<file path="src/fft_datapath_macros.svh">
`ifndef FFT_DATAPATH_MACROS_SVH
`define FFT_DATAPATH_MACROS_SVH

// samples per row, one multiplier lane each
`define LANES 8
// width of one real or imaginary part
`define PART_W 12
// depth of dmem, fmem and tmem
`define ROWS 16
`define ROW_ADDR_W 4
// twiddle parts are Q1.11
`define TW_FRAC 11
`define MUL_LAT 2

`endif

</file>
<file path="src/fft_datapath_pkg.sv">
`include "fft_datapath_macros.svh"

package fft_datapath_pkg;

  // one real or imaginary part
  typedef logic signed [`PART_W-1:0] part_t;

  // real part in the upper half
  typedef logic [2*`PART_W-1:0] sample_t;

  // lane 0 in the lowest bits
  typedef logic [`LANES*2*`PART_W-1:0] row_t;

  typedef logic [`ROW_ADDR_W-1:0] row_addr_t;

endpackage

</file>
<file path="src/twiddle_mul.sv">
`include "fft_datapath_macros.svh"

module twiddle_mul
  import fft_datapath_pkg::*;
(
  input  logic    clk,
  input  logic    rst,
  input  logic    op_valid,
  input  sample_t op_data,
  input  sample_t op_twiddle,
  output logic    prod_valid,
  output sample_t prod
);

  part_t ar;
  part_t ai;
  part_t wr;
  part_t wi;

  // stage one products
  logic signed [2*`PART_W-1:0] pr_rr;
  logic signed [2*`PART_W-1:0] pr_ii;
  logic signed [2*`PART_W-1:0] pr_ri;
  logic signed [2*`PART_W-1:0] pr_ir;
  logic                        valid_s1;

  // two guard bits over the product width
  logic signed [2*`PART_W+1:0] re_sum;
  logic signed [2*`PART_W+1:0] im_sum;
  logic signed [2*`PART_W+1:0] re_shr;
  logic signed [2*`PART_W+1:0] im_shr;
  logic signed [`TW_FRAC:0]    rnd;

  assign ar = op_data[2*`PART_W-1:`PART_W];
  assign ai = op_data[`PART_W-1:0];
  assign wr = op_twiddle[2*`PART_W-1:`PART_W];
  assign wi = op_twiddle[`PART_W-1:0];

  always_ff @(posedge clk) begin
    pr_rr <= ar * wr;
    pr_ii <= ai * wi;
    pr_ri <= ar * wi;
    pr_ir <= ai * wr;
  end

  // half an lsb of the result gives round to nearest
  assign rnd    = $signed({2'b01, {(`TW_FRAC-1){1'b0}}});
  assign re_sum = pr_rr - pr_ii + rnd;
  assign im_sum = pr_ri + pr_ir + rnd;
  assign re_shr = re_sum >>> `TW_FRAC;
  assign im_shr = im_sum >>> `TW_FRAC;

  always_ff @(posedge clk) begin
    prod <= {re_shr[`PART_W-1:0], im_shr[`PART_W-1:0]};
  end

  always_ff @(posedge clk or posedge rst) begin
    if (rst) begin
      valid_s1   <= 1'b0;
      prod_valid <= 1'b0;
    end else begin
      valid_s1   <= op_valid;
      prod_valid <= valid_s1;
    end
  end

endmodule

</file>
<file path="config.mk">
export PLATFORM = sky130hd
export DESIGN_NAME = twiddle_mul
export DESIGN_NICKNAME = d
export VERILOG_FILES = /design/src/fft_datapath_pkg.sv /design/src/twiddle_mul.sv
export VERILOG_INCLUDE_DIRS = /design/src /design/src/src
export SDC_FILE = /design/constraint.sdc
export NUM_CORES = 2
export LEC_CHECK = 0
export ABC_CLOCK_PERIOD_IN_PS = 2960
export CAP_MARGIN = 20
export CORE_ASPECT_RATIO = 0.5
export CORE_UTILIZATION = 55
export CTS_CLUSTER_DIAMETER = 50
export DETAILED_ROUTE_END_ITERATION = 8
export DONT_BUFFER_PORTS = 1
export HOLD_SLACK_MARGIN = 0.1
export PLACE_DENSITY = 0.7
export SYNTH_ARGS = -nofsm -noshare
export SYNTH_HDL_FRONTEND = slang
export SYNTH_SLANG_ARGS = --single-unit
</file>
<file path="constraint.sdc">
create_clock -name clk -period 2.96 [get_ports clk]
set_input_delay 0.444 -clock clk [delete_from_list [all_inputs] [get_ports clk]]
set_output_delay 0.444 -clock clk [all_outputs]
set_load 0.005 [all_outputs]
</file>
==> flow_summary.toml <==
[clock_tree]
numCtsBuffers = 17
clk_pin_slew_worst_paths_ps = 70
ctsHtreeMaxLevel = 4
cts_tree = "built"
insertion_delay_ps = 450
cts-root-buf = "clkbuf_16"
numClockSinks = 118
clock_path_buffers = 2

[global_route]
grt_max_degree = 27
track_usage_pct = 28.9
grt_pass1_vias = 19919
grt_pass1_wl_mm = 105
antenna_found_initial = 0
grt-ovfl-total = 0

[timing]
clock.fmax_mhz = 210
fin_crit_sh_pct = 161
period_needed_ps = 4760
clock_skew_ps = 10.2
setup_viol = 67
tightestPinTransition_ps = 559
relSlewSlack_pct = 62.3
rsz0062_at_grt = "yes"
setup_slack_ps = -1800
slew_violations = 0
finalHoldViolCount = 0

[critical_path]
crit_required_ps = 3340
start_kind = "primary input"
crit_path_max_fanout = 24
reg2reg_depth = 11
end_kind = "flop"
cp.arrival_ps = 5140
criticalPathCategory = "primary input to flop"

[synth]
synth_most_common_cell = "inv_1"
ys_seq_area_share_pct = 9.39
yosys.area.top_type = "fa_1"
netlist_area_sq_um = 25300
synthesis.nets = 3638
synth_top_area_share_pct = 42.5
yosysUniqueCellTypes = 57
netlist_instances = 2773
synth_ff_type = "dfxtp_1"
postSynth.asyncResetShare_pct = 1.69
synth_common_cells = "inv_1 (716), fa_1 (536), nand2_1 (380)"
synth_edf_count = 0
ys_ff_latch = 118
ys_top_cells_by_area = "fa_1 (42%), ha_1 (14%), inv_1 (11%)"
synth_warnings = 0
syn_avg_cell_area_sq_um = 9.11

[floorplan]
num_rows = 55
core_sq_um = 45300
die_h_um = 154
die_width_um = 305
ios = 76
dieArea_sq_um = 46800
initial_core_util_pct = 55.8

[placed_design]
hpwl_mm = 50.2
numPortBuffers = 0
gp_congestion = 0.913

[layout]
nNetsFinal = 3787
area.sequential_sq_um = 2370
multi_input_area_sq_um = 21500
final_util_pct = 65.8
drive_gt1_share_pct = 18.9
antenna_cells = 0
fillers = 3423
area_growth_pct = 18.0

[route]
vias_per_cell = 5.21
totalWireLength_mm = 64.8
drc = 0
wl_per_cell_um = 18.3
vias = 18398
first_pass_iters = 7
antenna_left = 0
drt_iter0_markers = 1379

[job]
drv_cap = 0

[status]
status = "complete, but fails checks"
violations = "negative setup slack"

[hold_path]
whs_path_depth = 1
min_path_type = "primary input to flop"
## critical path, stage by stage
cell	delay, ps
and2_4	140
fa_1	550
inv_2	40
fa_1	530
inv_1	50
fa_1	470
fa_1	500
inv_1	50
fa_1	550
inv_2	60
ha_4	160
or3_4	370
a211oi_4	230
o31ai_4	110
a31oi_4	190
o21ai_2	90
o41ai_2	300
buf_4	190
xnor2_2	100
## cell usage in the layout, fill, tap and decap left out, types with 7 or more instances in the layout
cell | Yosys | layout
inv_2 | 0 | 45
and2_1 | 192 | 162
buf_4 | 0 | 187
ha_4 | 0 | 44
o21ai_2 | 1 | 11
o21a_1 | 12 | 12
xnor2_1 | 95 | 79
buf_6 | 0 | 34
and2_4 | 0 | 30
ha_2 | 0 | 8
clkbuf_16 | 0 | 17
a21oi_4 | 0 | 11
nor2_1 | 79 | 59
nand2_4 | 0 | 7
fa_2 | 0 | 22
xor2_1 | 26 | 25
o21ai_0 | 31 | 16
a21oi_1 | 44 | 17
ha_1 | 278 | 226
nand3_1 | 13 | 12
nor3_1 | 17 | 14
nand2b_1 | 21 | 18
and3_1 | 9 | 9
dfxtp_1 | 116 | 116
fa_1 | 536 | 514
a21o_1 | 16 | 15
nand2_2 | 0 | 8
nand2_1 | 380 | 361
xnor2_2 | 0 | 16
inv_1 | 716 | 670
a21oi_2 | 2 | 18
nor2_4 | 0 | 9
nor2_2 | 0 | 11
## final timing paths
check	start	end	slack [ps]
hold / removal	op_data[0]	pr_ii[0]$_DFF_P_	120
setup / recovery	op_data[17]	pr_ri[20]$_DFF_P_	-1800
max in group asynchronous	rst	valid_s1$_DFF_PP0_	2580
setup reg to reg	pr_ri[2]$_DFF_P_	prod[10]$_DFF_P_	120
min in group asynchronous	rst	prod_valid$_DFF_PP0_	280
hold reg to reg	valid_s1$_DFF_PP0_	prod_valid$_DFF_PP0_	350
## registers in the layout, indices dropped and copies added, names as in the netlist
register,cells
pr_ii,23
pr_ir,23
pr_ri,23
pr_rr,23
prod,24
prod_valid,1
valid_s1,1
## routing by layer
layer	wire [um]	vias up	global-route usage, %
li1	-	8423	-
met5	0	-	0
met1	29100	9198	41.7
met4	994	0	5.41
met3	5890	86	7.21
met2	28800	691	44.4
## area by class of cell
| class | instances | area share, % |
|---|---|---|
| Timing Repair Buffer | 226 | 6.21 |
| Tap cell | 598 | 2.51 |
| Sequential cell | 118 | 7.96 |
| Clock inverter | 14 | 0.567 |
| Clock buffer | 18 | 1.44 |
| Multi-Input combinational cell | 1842 | 72.2 |
| Inverter | 717 | 9.08 |
## cells by family after synthesis
kind of cell / Yosys count / share of synthesized area, %
AOI/OAI and AO/OA: 161 / 4.21
xor gates and xnor gates: 121 / 4.20
adders and majority gates: 814 / 56.2
buffers and inverters: 813 / 12.1
DFF: 118 / 9.39
muxes: 2 / 0.0793
and+or+nand+nor: 744 / 13.8
## stage by stage
step | std cells | setup TNS (ps) | setup WS, ps | cell area [sq um] | hold WS, ps
2_1_floorplan | 2773 | -92390 | -2130 | 26400 | 185
3_3_place_gp | 3470 | -101800 | -2270 | 27700 | 191
3_5_place_dp | 3470 | -103750 | -2320 | 27700 | 193
4_1_cts | 3526 | -67290 | -1720 | 29200 | 100
5_1_grt | 3533 | -78600 | -1910 | 29800 | 103
6_report | 3533 | -72720 | -1800 | 29800 | 118
## repair_timing
| item | 4_1_cts | 5_1_grt |
|---|---|---|
| hold endpoints to repair | 5 | 0 |
| buffers inserted | 29 | 25 |
| gates cloned | 0 | 0 |
| pin swaps | 144 | 99 |
| endpoints found under the setup margin | 68 | 71 |
| hold buffers | 3 | 0 |
| gates resized for setup | 133 | 130 |
Power is left out: the tool's default activity adds up to more than one toggle a clock period on the data nets, which glitch-free logic cannot reach.
