===== src/fft_datapath_macros.svh =====
`ifndef FFT_DATAPATH_MACROS_SVH
`define FFT_DATAPATH_MACROS_SVH

// samples per row, one multiplier lane each
`define LANES 8
// width of one real or imaginary part
`define PART_W 12
// depth of dmem, fmem and tmem
`define ROWS 16
`define ROW_ADDR_W 4
// twiddle parts are Q1.11
`define TW_FRAC 11
`define MUL_LAT 2

`endif


===== src/fft_datapath_pkg.sv =====
`include "fft_datapath_macros.svh"

package fft_datapath_pkg;

  // one real or imaginary part
  typedef logic signed [`PART_W-1:0] part_t;

  // real part in the upper half
  typedef logic [2*`PART_W-1:0] sample_t;

  // lane 0 in the lowest bits
  typedef logic [`LANES*2*`PART_W-1:0] row_t;

  typedef logic [`ROW_ADDR_W-1:0] row_addr_t;

endpackage


===== src/result_store.sv =====
`include "fft_datapath_macros.svh"

module result_store
  import fft_datapath_pkg::*;
(
  input  logic      clk,
  input  logic      rst,
  // lane results
  input  row_addr_t lane_dst,
  input  logic      prod_valid,
  input  row_t      prod_row,
  // readout request
  input  logic      rd_valid,
  input  logic      rd_result,
  input  row_addr_t rd_addr,
  input  row_t      dm_rd_row,
  output logic      mul_done,
  output row_t      rd_data,
  output logic      rd_data_valid
);

  row_t tmem [`ROWS];

  // destination rows, in step with the lane pipeline
  row_addr_t dst_pipe [`MUL_LAT];

  // first readout stage
  row_t tm_rd_row;
  logic rd_sel;
  logic rd_pend;

  always_ff @(posedge clk) begin
    dst_pipe[0] <= lane_dst;
    for (int i = 1; i < `MUL_LAT; i++) begin
      dst_pipe[i] <= dst_pipe[i-1];
    end
  end

  // lane 0 stands for all lanes
  always_ff @(posedge clk) begin
    if (prod_valid) begin
      tmem[dst_pipe[`MUL_LAT-1]] <= prod_row;
    end
  end

  always_ff @(posedge clk) begin
    if (rd_valid) begin
      tm_rd_row <= tmem[rd_addr];
      rd_sel    <= rd_result;
    end
  end

  // rd_sel high picks tmem, low picks dmem
  always_ff @(posedge clk) begin
    if (rd_pend) begin
      rd_data <= rd_sel ? tm_rd_row : dm_rd_row;
    end
  end

  always_ff @(posedge clk or posedge rst) begin
    if (rst) begin
      mul_done      <= 1'b0;
      rd_pend       <= 1'b0;
      rd_data_valid <= 1'b0;
    end else begin
      mul_done      <= prod_valid;
      rd_pend       <= rd_valid;
      rd_data_valid <= rd_pend;
    end
  end

endmodule


===== config.mk =====
export PLATFORM = sky130hd
export DESIGN_NAME = result_store
export DESIGN_NICKNAME = d
export VERILOG_FILES = /design/src/fft_datapath_pkg.sv /design/src/result_store.sv
export VERILOG_INCLUDE_DIRS = /design/src /design/src/src
export SDC_FILE = /design/constraint.sdc
export NUM_CORES = 2
export LEC_CHECK = 0
export BUFFER_PORTS_ARGS = -buffer_cell sky130_fd_sc_hd__buf_2
export CELL_PAD_IN_SITES_DETAIL_PLACEMENT = 0
export CELL_PAD_IN_SITES_GLOBAL_PLACEMENT = 2
export CORE_AREA = 4 4 649 812
export CTS_BUF_LIST = sky130_fd_sc_hd__clkbuf_8 sky130_fd_sc_hd__clkbuf_16
export DETAILED_ROUTE_END_ITERATION = 12
export DIE_AREA = 0 0 653 816
export GPL_TIMING_DRIVEN = 0
export PLACE_DENSITY_LB_ADDON = 0.1
export RECOVER_POWER = 100
export SLEW_MARGIN = 0
export SYNTH_ARGS = -nofsm -noshare
export SYNTH_HDL_FRONTEND = slang
export SYNTH_SLANG_ARGS = --single-unit

===== constraint.sdc =====
create_clock -name clk -period 21 [get_ports clk]
set_input_delay 1.05 -clock clk [delete_from_list [all_inputs] [get_ports clk]]
set_output_delay 1.05 -clock clk [all_outputs]
set_load 0.01 [all_outputs]

==> impl_metrics.toml <==
[status]
status = "finished, violations left"
violations = "capacitance limit, slew limit"

[critical_path]
crit_path_top_delay_cell = "nor2_1"
crit_arrival_ns = 9.74
crit_type = "flop to flop"
crit_path_max_fanout = 19
path_cells = "nand2b_1 -> nor2_1 -> clkbuf_1 -> clkbuf_1 -> clkbuf_1 -> clkbuf_1 -> clkbuf_1"
crit_path_start_kind = "flop"
critPathLaunch = "dst_pipe[0][4]"
required_ns = 21.54
slowest_delay_ns = 1.52
crit_top_cell = "clkbuf_1"
regToRegStartpoint = "dst_pipe[0][4]"
endpoint_kind = "flop"

[timing]
final_hold_viol_count = 0
rsz0062_at_grt = "no"
drv_slew = 2710
fin_crit_ns = 9.20
fin_hold_ws_ns = 0.187
skew_ns = 0.0374
finalSetupViolCount = 0
worst_pin_slew_ns = 5.16
min_period_over_period_pct = 43.8
fmax_ghz = 0.109
slew_headroom_pct = -244
setup_tns_ns = 0

[logic_synthesis]
ys_seq_area_share_pct = 80.4
synth_area_leader_cell = "edfxtp_1"
synth_edf_count = 3457
syn-num-nets = 5866
ys_types = 29
dominantRegCellSynth = "edfxtp_1"
synth.area.top_cells = "edfxtp_1 (80%), mux4_2 (12%), mux2_2 (2.7%), a22oi_1 (1.8%), mux2i_1 (0.39%)"
syn_avg_cell_area_um2 = 23.7
ys_warn_count = 0
syn_inst = 5469
synth_top_area_share_pct = 80.2
ys_seq_elements = 3468
syn_area_um2 = 129000
synthArstFlopShare_pct = 0.0865

[finish]
fin_nets = 7152
areaGrowthSynthToFinish_pct = 19.3
final_cells = 14000
stdcell_area_um2 = 155000
drive_gt1_share_pct = 27.0

[placement]
place_area_um2 = 146000
port_buffers = 587
dp_cells = 13200
hpwl_mm = 308
gp_congestion = 0.687

[drt]
wl_per_cell_um = 32.1
routed_via_density = 4.50
drt_iter0_drc = 4954
routed_wl_mm = 448
drtAntennaViolNets = 0
vias = 62900
dr.pass1.iters = 5
drc = 0

[global_route]
grt_pass1_wl_mm = 599
track_usage_pct = 16.4
grt_max_degree = 68
antenna_found_initial = 157
grt_pass1_vias = 67700
overflow = 0

[clock_tree]
insertion_delay_ns = 0.99
cts_sinks = 3468
clock_path_buffers = 4
post_cts_resized = 0
cts-buffers-inserted = 395
cts_tree = "built"
cts_setup_buffers = 0
htreeDepth = 5
clk_pin_slew_ns = 0.06
cts_hold_buffers = 1
ctsRootBufferMaster = "clkbuf_16"

[power_and_ir_drop]
leakage_nw = 48.0
finalPower_mw = 15.5
ir_worst_vdd_mv = 0.0708
p_per_area_nw_per_um2 = 100

[die]
dieArea_um2 = 533000
rows = 296
core_area_um2 = 519000
die_y_um = 816
floorplan.io_pins = 591
start_util_pct = 25.0
chipWidth_um = 653

[min_path]
min_path_type = "input port to flop"
hp-start = "lane_dst[0]"

[flow_run]
drv_cap = 150
[final cells by class]
| type | instances | area, um^2 |
|---|---|---|
| fill | 50800 | 364000 |
| sequential | 3468 | 104000 |
| multi-input combinational | 1709 | 24000 |
| clock buffer | 400 | 10000 |
| tap | 6854 | 8580 |
| timing repair buffer | 889 | 3620 |
| clock inverter | 322 | 2730 |
| buffer | 291 | 1380 |
| antenna | 39 | 97.6 |
| inverter | 1 | 3.75 |
[metrics by stage]
| stage | worst slack (ns) | utilization (%) |
|---|---|---|
| after detailed placement | 15.49 | 28.2 |
| after global routing | 11.29 | 29.8 |
| after floorplan | 5.55 | - |
| after global placement | -19.02 | 27.2 |
| after CTS | 16.61 | 30.6 |
| final | 11.80 | 29.8 |
[state kept, by name, indices dropped and copies added (netlist names)]
signal,flops
dst_pipe,8
mul_done,1
rd_data,192
rd_data_valid,1
rd_pend,1
rd_sel,1
tm_rd_row,192
tmem,3072
[logic make-up after synthesis]
logic type / synth area share, %
mux: 15.3
simple gates: 0.841
buf+inv: 1.08
compound gates: 2.42
flops: 80.4
[critical path: cells and delay by family, from the launching register on]
| kind | cells | cell delay [ns] |
|---|---|---|
| DFF | 1 | 0.44 |
| buffers and inverters | 5 | 6.49 |
| and+or+nand+nor | 2 | 1.67 |
[per-layer routing]
metal	share of wire, %	up-vias	track usage [%]
met5	0.093	-	0
met4	2.6	72	4.12
met3	6.6	624	3.97
met2	50	1827	28.5
met1	40	34400	20.5
li1	-	26100	-
[placed cells by master, fill, tap and decap left out, drive strengths merged]
| master | n |
|---|---|
| a221oi | 23 |
| a22oi | 303 |
| and2 | 3 |
| buf | 338 |
| bufinv | 39 |
| clkbuf | 1241 |
| clkinv | 165 |
| clkinvlp | 25 |
| dfrtp | 3 |
| dfxtp | 8 |
| diode | 39 |
| dlygate4sd3 | 1 |
| edfxtp | 3457 |
| inv | 94 |
| mux2 | 312 |
| mux2i | 51 |
| mux4 | 701 |
| nand2 | 127 |
| nand2b | 27 |
| nand3 | 1 |
| nand3b | 2 |
| nor2 | 15 |
| nor2b | 50 |
| nor3 | 4 |
| o21ai | 30 |
| o221ai | 44 |
| o22a | 14 |
| or2 | 1 |
| or3b | 1 |
[worst paths after layout]
check	slack (ns)	end	cells after the start
worst max-delay path	11.80	tmem[13][136]	7
worst max register to register	11.80	tmem[13][136]	7
min in group asynchronous	0.50	mul_done	3
max in group asynchronous	20.38	rd_data_valid	3
worst min register to register	0.33	dst_pipe[0][7]	0
worst min-delay path	0.19	dst_pipe[0][0]	1
[where the power goes]
group | switching [mW] | internal [mW] | leakage, nW | total (mW)
registers | 0.0522 | 7.79 | 31.7 | 7.84
clock network | 2.90 | 3.94 | 6.51 | 6.84
logic | 0.555 | 0.275 | 9.89 | 0.830
total | 3.51 | 12.0 | 48.0 | 15.5
[cell usage after synthesis, drive strengths merged, types with 4 or more instances]
| master | instances |
|---|---|
| buf | 163 |
| edfxtp | 3457 |
| nor2b | 50 |
| o21ai | 30 |
| nor3 | 4 |
| nor2 | 15 |
| o221ai | 44 |
| nand2b | 27 |
| a22oi | 303 |
| nand2 | 127 |
| clkbuf | 128 |
| o22a | 14 |
| mux2 | 312 |
| mux2i | 51 |
| a221oi | 23 |
| dfxtp | 8 |
| mux4 | 701 |
Note: power is estimated with default switching activity, not from simulation.
